<file path="config.mk">
export PLATFORM = sky130hd
export DESIGN_NAME = flash_ctrl_regs
export DESIGN_NICKNAME = d
export VERILOG_FILES = /design/src/hdl/flash_bridge_pkg.sv /design/src/hdl/flash_ctrl_regs.sv
export VERILOG_INCLUDE_DIRS = /design/src /design/src/hdl
export SDC_FILE = /design/constraint.sdc
export NUM_CORES = 1
export LEC_CHECK = 0
export BUFFER_PORTS_ARGS = -buffer_cell sky130_fd_sc_hd__buf_2
export CORE_ASPECT_RATIO = 0.75
export CORE_MARGIN = 2
export CORE_UTILIZATION = 34
export DETAILED_ROUTE_END_ITERATION = 12
export PLACE_DENSITY = 0.58
export SYNTH_ARGS = -nofsm -noshare
export SYNTH_HDL_FRONTEND = slang
export SYNTH_SLANG_ARGS = --single-unit
export TNS_END_PERCENT = 10
</file>
<file path="constraint.sdc">
create_clock -name CLK -period 2.22 [get_ports CLK]
set_clock_uncertainty 0.1 [all_clocks]
set_input_delay 0.222 -clock CLK [delete_from_list [all_inputs] [get_ports CLK]]
set_output_delay 0.222 -clock CLK [all_outputs]
set_load 0.02 [all_outputs]
</file>
<file path="src/hdl/flash_bridge_consts.svh">
// Flash bridge constants
`ifndef FLASH_BRIDGE_CONSTS_SVH
`define FLASH_BRIDGE_CONSTS_SVH

// Data window, $000000 to $07FFFF
`define FB_DATA_BASE		24'h000000
`define FB_DATA_SPAN_BITS	19

// Control window, $080000 to $080007
`define FB_CTRL_BASE		24'h080000
`define FB_CTRL_OFFSET		3'd0	// Control word
`define FB_COUNT_OFFSET		3'd4	// Accepted-write counter

// Word buffer depth standing in for the flash part
`define FB_WORDS			256

// Terminate is raised when the wait counter reaches this value
`define FB_WAIT_STATES		3'd3

`define FB_CTRL_WP_BIT		0	// Write-protect bit of the control word

`endif
</file>
<file path="src/hdl/flash_bridge_pkg.sv">
// Flash bridge types
`default_nettype none

package flash_bridge_pkg;

	// Host byte address
	typedef logic [23:0] bus_addr_t;

	// Host data word, always a full 32-bit access
	typedef logic [31:0] bus_data_t;

	typedef logic [7:0] word_idx_t; // Buffer word index from addr[9:2]

	typedef logic [2:0] wait_cnt_t; // Wait-state counter

	// Cycle controller states
	typedef enum logic [1:0] {
		IDLE,	// No cycle in flight
		WAIT,	// Counting wait states
		TERM,	// Commit cycle, terminate just raised
		DONE	// Holding terminate until the strobes drop
	} cycle_state_t;

endpackage

`default_nettype wire

</file>
<file path="src/hdl/flash_ctrl_regs.sv">
// Flash control registers
`timescale 1ns/1ps
`default_nettype none

`include "flash_bridge_consts.svh"

module flash_ctrl_regs import flash_bridge_pkg::*; (
	input  wire       CLK,
	input  wire       nRST,
	input  wire       we,
	input  wire       sel,
	input  bus_data_t wdata,
	input  wire       win_we,
	output bus_data_t rdata,
	output logic      wp
);

	bus_data_t ctrl_word;
	bus_data_t write_count;

	always_ff @(posedge CLK or negedge nRST) begin
		if (!nRST) begin
			ctrl_word   <= '0;
			write_count <= '0;
		end else begin
			// Host writes to the counter offset fall through here
			if (we && !sel)
				ctrl_word <= wdata;
			if (win_we)
				write_count <= write_count + 1'b1;	// Wraps at 2^32
		end
	end

	assign wp    = ctrl_word[`FB_CTRL_WP_BIT];
	assign rdata = sel ? write_count : ctrl_word;

endmodule

`default_nettype wire

</file>
==> metrics.txt <==
design area 3880 sq um; Static Leak around 1.8 nW; PwrDens ~900 nW/um^2; first-pass GRT wire length 10500 um; Sw Ratio 0.258; Critical path origin write_count[0]$_DFFE_PN0P_; Worst EP required 2.33 ns; Final Non-Filler Cells around 430; CP Class reg -> reg; clock tree from TritonCTS done; R2R Setup Slk 0.44 ns; Worst Hold Class in -> reg; Max Clock Freq roughly 560 MHz; DR pass1 iterations 4; final wirelength 6150 um; number of global-route vias before repair 2078; worst rel slew slack 0.668; pin count of the biggest net entering global routing 33; initial antenna violation count 0; maximum clock path buffer count 2; post-placement worst setup slack 0.424 ns; Comb pwr share 0.171; layout cell share with drive strength beyond 1 0.514; fin crit share 0.803; Netlist cell types 27; number of nets in the layout 346; CP Launch Type flip-flop; io pins 70; die width approximately 110 um; initial DRC count 71; RSZ-0062 raised after global routing false; Seq/Total Area, Yosys 0.519; final setup fails 0; Starting Density 0.345; DIE HEIGHT 86.5 um; max_cap viols 0; H-tree depth 3; slew of the pin with the lowest slew margin 0.498 ns; Synth Instances ~230; # DRC 0; internal power ~0.0026 W; min Tclk post-route 1.78 ns; # rows 30; status finished clean; pins over their slew limit 0; synthesized area roughly 3000 sq um; # Post-CTS Setup Buffers 0; total track usage 0.140; Worst Setup End Kind flip-flop; clk sinks 64; Worst R2R Path Depth 5; DIE AREA 9850 sq um; final hold violations 0; CP arrival between 1.5 and 2 ns; Vias/cell 4.76; CTS root buf clkbuf_16; Worst R2R Start write_count[0]$_DFFE_PN0P_; Post-Place Cells 408; setup_tns 0 ns; CTS Buf Count 9; port buffer count 69; worst skew pair latency around 0.32 ns; wire length per cell 14.5 um; clock share of power 0.415; Clock transition at path regs 0.05 ns; Critical Path End write_count[22]$_DFFE_PN0P_; syn avg cell area between 10 and 15 sq um; total power roughly 0.0035 W; DP HPWL about 4400 um; Sw Pwr a little over 0.0009 W; post-synth net total between 200 and 300; Post-DP Area 3550 sq um; setup ws final 0.438 ns; P&R area growth vs syn 26.0%; worst vdd ir 0.516 mV; Seq pwr share 0.414; Synth Register Bits 64; diode count 0; Placer Congestion 0.808; Yosys warnings 0; via count ~2k; ANT nets after route 0; reg2reg end write_count[22]$_DFFE_PN0P_; CP max FO 5; Core Footprint a little under 9000 sq um; remaining global-route overflow 0
[logic make-up (layout without fill, tap and decap cells)]
group,after synthesis,after routing,synth area share
buffers and inverters,13,93,0.0227
adders and majority gates,1,1,0.00406
and+or+nand+nor,59,59,0.128
xor gates and xnor gates,31,31,0.0881
DFF,64,64,0.519
muxes,65,65,0.237
[critical path, stage by stage (launching register included)]
cell and delay (ns):
dfrtp_1 0.42, ha_1 0.25, nand4_4 0.18, nor4_4 0.39, nand4_1 0.18, xnor2_1 0.15
[power by group through the flow]
| stage | clock network, W | logic (W) | registers (W) |
|---|---|---|---|
| 2_1_floorplan | 0 | 0.000430 | 0.00144 |
| 3_3_place_gp | 0 | 0.000601 | 0.00147 |
| 3_5_place_dp | 0 | 0.000612 | 0.00147 |
| 4_1_cts | 0.00150 | 0.000616 | 0.00145 |
| 5_1_grt | 0.00156 | 0.000657 | 0.00148 |
| 6_report | 0.00146 | 0.000601 | 0.00145 |
[Yosys cell counts (all sizes together)]
library cell	n	area, sq um
and2b	1	7.51
and3	4	25.0
and4	3	26.3
buf	10	58.8
clkbuf	2	7.51
dfrtp	64	1600
ha	1	12.5
inv	1	3.75
mux2	65	732
nand2	14	52.6
nand3	9	45.0
nand4	14	109
nand4b	3	26.3
nor2	5	18.8
nor2b	1	6.26
nor3	2	21.3
nor4	2	33.8
nor4b	1	23.8
xnor2	26	228
xor2	5	43.8
[flip-flops by register name, indices dropped and copies added (netlist names)]
signal and cells:
ctrl_word 32, write_count 32
[metrics by stage]
step / utilization / hold slack, ns
2_1_floorplan: - / -0.174
3_3_place_gp: 0.398 / 0.123
3_5_place_dp: 0.398 / 0.118
4_1_cts: 0.435 / 0.00914
5_1_grt: 0.435 / 0.0143
6_report: 0.435 / 0.0197
[area by class of cell]
type	count	area (sq um)
clock buffer	14	284
clock inverter	2	35.0
fill	868	5050
inverter	1	3.75
multi-input combinational	156	1420
sequential	64	1600
tap	112	140
timing repair buffer	76	400
[layer usage]
layer	wire length, um	vias to the layer above	GRT usage
li1	-	986	-
met1	3220	980	0.201
met2	2530	52	0.195
met3	343	6	0.0538
met4	62	0	0.0399
met5	0	-	0
[what timing repair did]
item	4_1_cts	5_1_grt
hold buffers	1	0
endpoints found under the hold margin	20	0
gates resized for setup	0	0
[how the worst min path moves through the flow]
stage,endpoint,from,cells after the start
6_report,ctrl_word[27]$_DFFE_PN0P_,wdata[27],2
5_1_grt,ctrl_word[21]$_DFFE_PN0P_,wdata[21],2
4_1_cts,ctrl_word[27]$_DFFE_PN0P_,wdata[27],2
3_5_place_dp,ctrl_word[17]$_DFFE_PN0P_,nRST,1
3_3_place_gp,ctrl_word[17]$_DFFE_PN0P_,nRST,1
2_1_floorplan,ctrl_word[0]$_DFFE_PN0P_,nRST,0
[placed cells by master, fill, tap and decap left out, types with 3 or more instances in the layout]
master and instances:
clkbuf_8 4, nand4_1 12, nand4b_1 3, buf_4 6, nand3_1 9, and3_1 4, dfrtp_1 64, xor2_1 5
nor2_1 5, clkbuf_16 9, nand2_1 14, and4_1 3, mux2_2 64, buf_2 69, xnor2_1 26
(Power assumes the default switching activity.)
