### config.mk
export PLATFORM = sky130hd
export DESIGN_NAME = bus_cycle_ctrl
export DESIGN_NICKNAME = d
export VERILOG_FILES = /design/src/hdl/flash_bridge_pkg.sv /design/src/hdl/bus_cycle_ctrl.sv
export VERILOG_INCLUDE_DIRS = /design/src /design/src/hdl
export SDC_FILE = /design/constraint.sdc
export NUM_CORES = 1
export LEC_CHECK = 0
export BUFFER_PORTS_ARGS = -buffer_cell sky130_fd_sc_hd__buf_2
export CORE_ASPECT_RATIO = 1.4
export CORE_MARGIN = 3
export CORE_UTILIZATION = 44
export DETAILED_ROUTE_END_ITERATION = 8
export GPL_ROUTABILITY_DRIVEN = 0
export GPL_TIMING_DRIVEN = 0
export HOLD_SLACK_MARGIN = 0.06
export PLACE_DENSITY_LB_ADDON = 0.2
export SYNTH_ARGS = -nofsm -noshare
export SYNTH_HDL_FRONTEND = slang
export SYNTH_SLANG_ARGS = --single-unit
### constraint.sdc
create_clock -name CLK -period 5.2 [get_ports CLK]
set_input_delay 0.26 -clock CLK [delete_from_list [all_inputs] [get_ports CLK]]
set_output_delay 0.26 -clock CLK [all_outputs]
set_load 0.03 [all_outputs]
### src/hdl/flash_bridge_consts.svh
// Flash bridge constants
`ifndef FLASH_BRIDGE_CONSTS_SVH
`define FLASH_BRIDGE_CONSTS_SVH

// Data window, $000000 to $07FFFF
`define FB_DATA_BASE		24'h000000
`define FB_DATA_SPAN_BITS	19

// Control window, $080000 to $080007
`define FB_CTRL_BASE		24'h080000
`define FB_CTRL_OFFSET		3'd0	// Control word
`define FB_COUNT_OFFSET		3'd4	// Accepted-write counter

// Word buffer depth standing in for the flash part
`define FB_WORDS			256

// Terminate is raised when the wait counter reaches this value
`define FB_WAIT_STATES		3'd3

`define FB_CTRL_WP_BIT		0	// Write-protect bit of the control word

`endif
### src/hdl/flash_bridge_pkg.sv
// Flash bridge types
`default_nettype none

package flash_bridge_pkg;

	// Host byte address
	typedef logic [23:0] bus_addr_t;

	// Host data word, always a full 32-bit access
	typedef logic [31:0] bus_data_t;

	typedef logic [7:0] word_idx_t; // Buffer word index from addr[9:2]

	typedef logic [2:0] wait_cnt_t; // Wait-state counter

	// Cycle controller states
	typedef enum logic [1:0] {
		IDLE,	// No cycle in flight
		WAIT,	// Counting wait states
		TERM,	// Commit cycle, terminate just raised
		DONE	// Holding terminate until the strobes drop
	} cycle_state_t;

endpackage

`default_nettype wire

### src/hdl/bus_cycle_ctrl.sv
// Host bus cycle controller
`timescale 1ns/1ps
`default_nettype none

`include "flash_bridge_consts.svh"

module bus_cycle_ctrl import flash_bridge_pkg::*; (
	input  wire       CLK,
	input  wire       nRST,
	input  bus_addr_t addr,
	input  bus_data_t wdata,
	input  wire       rd_n,
	input  wire       wr,
	input  bus_data_t win_rdata,
	input  bus_data_t regs_rdata,
	input  wire       wp,
	output logic      term,
	output bus_data_t rdata,
	output logic      win_we,
	output word_idx_t win_idx,
	output bus_data_t win_wdata,
	output logic      regs_we,
	output logic      regs_sel,
	output bus_data_t regs_wdata
);

	localparam int        SPAN       = `FB_DATA_SPAN_BITS;
	localparam bus_addr_t DATA_BASE  = `FB_DATA_BASE;
	localparam bus_addr_t CTRL_BASE  = `FB_CTRL_BASE;
	localparam logic [2:0] COUNT_OFS = `FB_COUNT_OFFSET;

	cycle_state_t state;
	wait_cnt_t    wait_cnt;
	logic         active;
	logic         in_data;
	logic         in_ctrl;
	logic [2:0]   ctrl_ofs;
	logic         last_wait;

	assign active = ~rd_n | wr; // Either strobe marks a cycle in flight

	// Byte offset bits are ignored since every access is a word
	assign in_data  = (addr[23:SPAN] == DATA_BASE[23:SPAN]);
	assign ctrl_ofs = {addr[2], 2'b00};
	assign in_ctrl  = (addr[23:3] == CTRL_BASE[23:3]);

	// The host holds addr until it sees term, so the index can follow it directly
	assign win_idx  = addr[9:2];	// Higher window bits alias onto the buffer
	assign regs_sel = (ctrl_ofs == COUNT_OFS);

	assign last_wait = (state == WAIT) && (wait_cnt == `FB_WAIT_STATES);

	always_ff @(posedge CLK or negedge nRST) begin
		if (!nRST) begin
			state    <= IDLE;
			wait_cnt <= '0;
			term     <= 1'b0;
			win_we   <= 1'b0;
			regs_we  <= 1'b0;
			rdata    <= '0;
		end else begin
			win_we  <= 1'b0;	// Commit strobes last a single cycle
			regs_we <= 1'b0;
			case (state)
				IDLE: begin
					wait_cnt <= '0;
					if (active)
						state <= WAIT;
				end
				WAIT: begin
					if (!active) begin
						state <= IDLE;	// Strobe dropped early, abandon the cycle
					end else if (last_wait) begin
						state <= TERM;
						term  <= 1'b1;
						if (wr) begin
							win_we  <= in_data & ~wp;	// Protected writes are dropped
							regs_we <= in_ctrl;
						end else if (in_data) begin
							rdata <= win_rdata;
						end else if (in_ctrl) begin
							rdata <= regs_rdata;
						end else begin
							rdata <= '0;	// Unmapped read
						end
					end else begin
						wait_cnt <= wait_cnt + 1'b1;
					end
				end
				TERM, DONE: begin
					// Terminate stays up until the host releases both strobes
					if (!active) begin
						state <= IDLE;
						term  <= 1'b0;
					end else begin
						state <= DONE;
					end
				end
				default: state <= IDLE;
			endcase
		end
	end

	// Write data is captured on the terminate edge for the commit cycle
	always_ff @(posedge CLK) begin
		if (last_wait && wr) begin
			win_wdata  <= wdata;
			regs_wdata <= wdata;
		end
	end

endmodule

`default_nettype wire

==> results.cfg <==
[status]
status = finished, final reports clean

[clocking]
clk_pin_slew_ns = 0.07
cts_setup_buffers = 0
clock_sinks = 72
h-tree-depth = 3
cts_made_buffers = 9
tritoncts = built
cts_buffer_depth = 2
cts_root_buf = clkbuf_8
clock_latency_ns = 0.34

[flow_run]
cap_violations = 0

[sta]
fin_setup_tns_ns = 0
worst_pin_slew_ns = 1.13
slew-limit-headroom_pct = 24.8
finalCritPeriodShare_pct = 46.5
skew_ns = 0.00842
hold_slack_ns = 0.0464
final.min_clock_period_ns = 2.42
setup_viol = 0
final_max_slew_viol_count = 0
grt_setup_unrepaired = false
fmax_mhz = 414
finalHoldViolCount = 0

[grt]
grtUsageTotal_pct = 21.6
grt_pass1_vias = 2970
grt-ovfl-total = 0
grt_pass1_wl_um = 14000
antenna_found_initial = 0
grt_start_max_net_pins = 41

[place]
placed_cell_area_um2 = 4570
hpwlAfterDp_um = 7520
portBuffers = 229

[critical_path]
required_ns = 5.15
crit_type = flip-flop to flip-flop
critPathLaunchType = flip-flop
reg2regPathDepth = 6
r2r-start = wait_cnt[0]
crit_chain = ha_1 -> ha_1 -> nand2_1 -> nor2_1 -> nand2_1 -> inv_1
rrSetupSlack_ns = 2.78
critPathSlowestCell = inv_1
r2r_end = regs_wdata[30]
worstSetupStartpoint = wait_cnt[0]
path_max_fanout = 32
slowest_delay_ns = 0.82
critPathCaptureType = flip-flop
arrival_ns = 2.37
endpoint = regs_wdata[30]

[floorplan]
die-area_um2 = 8610
num_rows = 36
num_io_pins = 233
floorplan.initialDensity_pct = 46.5
die_height_um = 109
die_w_um = 79.3
core_area_um2 = 7120

[detailed_routing]
wl_per_cell_um = 15.3
antenna_left = 0
drt_iter0_markers = 94
remaining_drc_errors = 0
avgViaCountPerCell = 4.93
first_pass_iters = 4
routed_wl_um = 9220
vias = 2966

[synth]
syn_area_per_cell_um2 = 12.6
syn_nets = 389
synth_warnings = 0
syn_area_um2 = 3310
ys_ff_latch = 72
seq_area_frac_synth_pct = 59.3
netlist_instances = 262
yosysUniqueCellTypes = 26

[power_and_ir_drop]
p_per_area_nw_per_um2 = 420
ir_drop_mv = 0.235
finalPower_w = 0.00199
p_leak_nw = 2.29

[finish]
syn_to_final_growth_pct = 43.1
drive_gt1_share_pct = 64.9
fill_cells = 590
final_nets = 630
antenna_cells = 0
fin_area_um2 = 4730

[hold_path]
hp-class = primary input to asynchronous set/reset pin
-- registers in the layout (all words and copies together), names as in the netlist --
name        count
wait_cnt        3
win_we          1
regs_we         1
rdata          32
term            1
regs_wdata     32
state           2
-- report_power, final --
group | internal (W) | switching (W) | total, W
clock | 0.000163 | 0.000191 | 0.000354
sequential | 0.000751 | 0.0000792 | 0.000831
combinational | 0.000267 | 0.000536 | 0.000803
-- Yosys cell counts (all sizes together) --
cell type | n | area share [%]
a22o | 3 | 0.79
nor4 | 3 | 1.2
nor2b | 1 | 0.19
inv | 4 | 0.45
ha | 2 | 0.76
nand2 | 2 | 0.23
o21ai | 8 | 1.2
a32oi | 32 | 8.5
nand2b | 1 | 0.19
buf | 53 | 12
nor3 | 1 | 0.30
edfxtp | 32 | 29
and4 | 1 | 0.26
or3b | 1 | 0.26
a21oi | 33 | 8.3
clkbuf | 4 | 0.45
or4 | 4 | 1.2
or3 | 1 | 0.19
dfrtp | 40 | 30
nor2 | 36 | 4.1
-- cell usage in the layout, fill, tap and decap left out --
| master | count |
|---|---|
| or4_1 | 1 |
| buf_4 | 41 |
| or3_1 | 1 |
| nand2b_1 | 1 |
| clkinvlp_4 | 1 |
| buf_6 | 5 |
| nand2_1 | 2 |
| dfrtp_1 | 40 |
| nor3_2 | 1 |
| or3b_2 | 1 |
| a21oi_1 | 4 |
| a22o_1 | 3 |
| clkbuf_8 | 9 |
| nor2b_1 | 1 |
| a21oi_2 | 29 |
| o21ai_0 | 8 |
| a32oi_1 | 32 |
| ha_1 | 2 |
| clkinv_2 | 1 |
| clkinv_1 | 4 |
| nor4_1 | 1 |
| buf_2 | 236 |
| nor2_1 | 36 |
| or4_4 | 3 |
| dlygate4sd3_1 | 1 |
| edfxtp_1 | 32 |
| clkbuf_1 | 4 |
| inv_1 | 4 |
| and4_1 | 1 |
| nor4_2 | 1 |
| nor4_4 | 1 |
-- kinds of logic after synthesis --
| logic type | Yosys count | share of synthesized area, % |
|---|---|---|
| buffers and inverters | 61 | 13.0 |
| AO/OA/AOI/OAI | 76 | 18.8 |
| adder cells (fa/ha/maj) | 2 | 0.757 |
| flip-flops | 72 | 59.3 |
| AND/OR/NAND/NOR | 51 | 8.17 |
-- metal layers --
metal | track usage, % | part of all wire, % | vias to the layer above
li1 | - | - | 1411
met1 | 21.8 | 34 | 1359
met2 | 38.6 | 52 | 182
met3 | 8.92 | 12 | 14
met4 | 9.09 | 2.0 | 0
met5 | 0 | 0 | -
-- metrics by stage --
| step | setup WS [ns] | cells | utilization [%] |
|---|---|---|---|
| 2_1_floorplan | 3.16 | 262 | - |
| 3_3_place_gp | 2.82 | 586 | 64.2 |
| 3_5_place_dp | 2.76 | 586 | 64.2 |
| 4_1_cts | 2.75 | 602 | 66.5 |
| 5_1_grt | 2.49 | 602 | 66.5 |
| 6_report | 2.78 | 602 | 66.5 |
-- cell type report --
| cell class | count | area (um2) | area share, % |
|---|---|---|---|
| sequential | 72 | 1960 | 41.4 |
| timing repair buffer | 230 | 1160 | 24.4 |
| multi-input combinational | 129 | 916 | 19.3 |
| buffer | 57 | 414 | 8.75 |
| clock buffer | 9 | 124 | 2.62 |
| tap | 95 | 119 | 2.51 |
| clock inverter | 6 | 27.5 | 0.582 |
| inverter | 4 | 15.0 | 0.317 |
-- worst min path at each step --
stage	depth (start not counted)	from	endpoint	slack (ns)
floorplan	0	nRST	rdata[0]	-0.04
global placement	2	wp	win_we	0.42
detailed placement	2	wp	win_we	0.42
CTS	1	nRST	rdata[17]	0.07
global route	1	wdata[5]	regs_wdata[5]	0.06
finish	1	nRST	rdata[22]	0.05
-- timing repair --
action	CTS	global route
resized for setup	0	0
hold buffers	1	0
hold endpoints to repair	1	0
-- critical path, delay by kind of cell, from the launching register on --
family        cells  cell delay [ns]
simple gates      3             0.41
buf+inv           1             0.82
fa+ha+maj         2             0.40
flops             1             0.39
No activity file was read; power rests on OpenSTA's default activity.
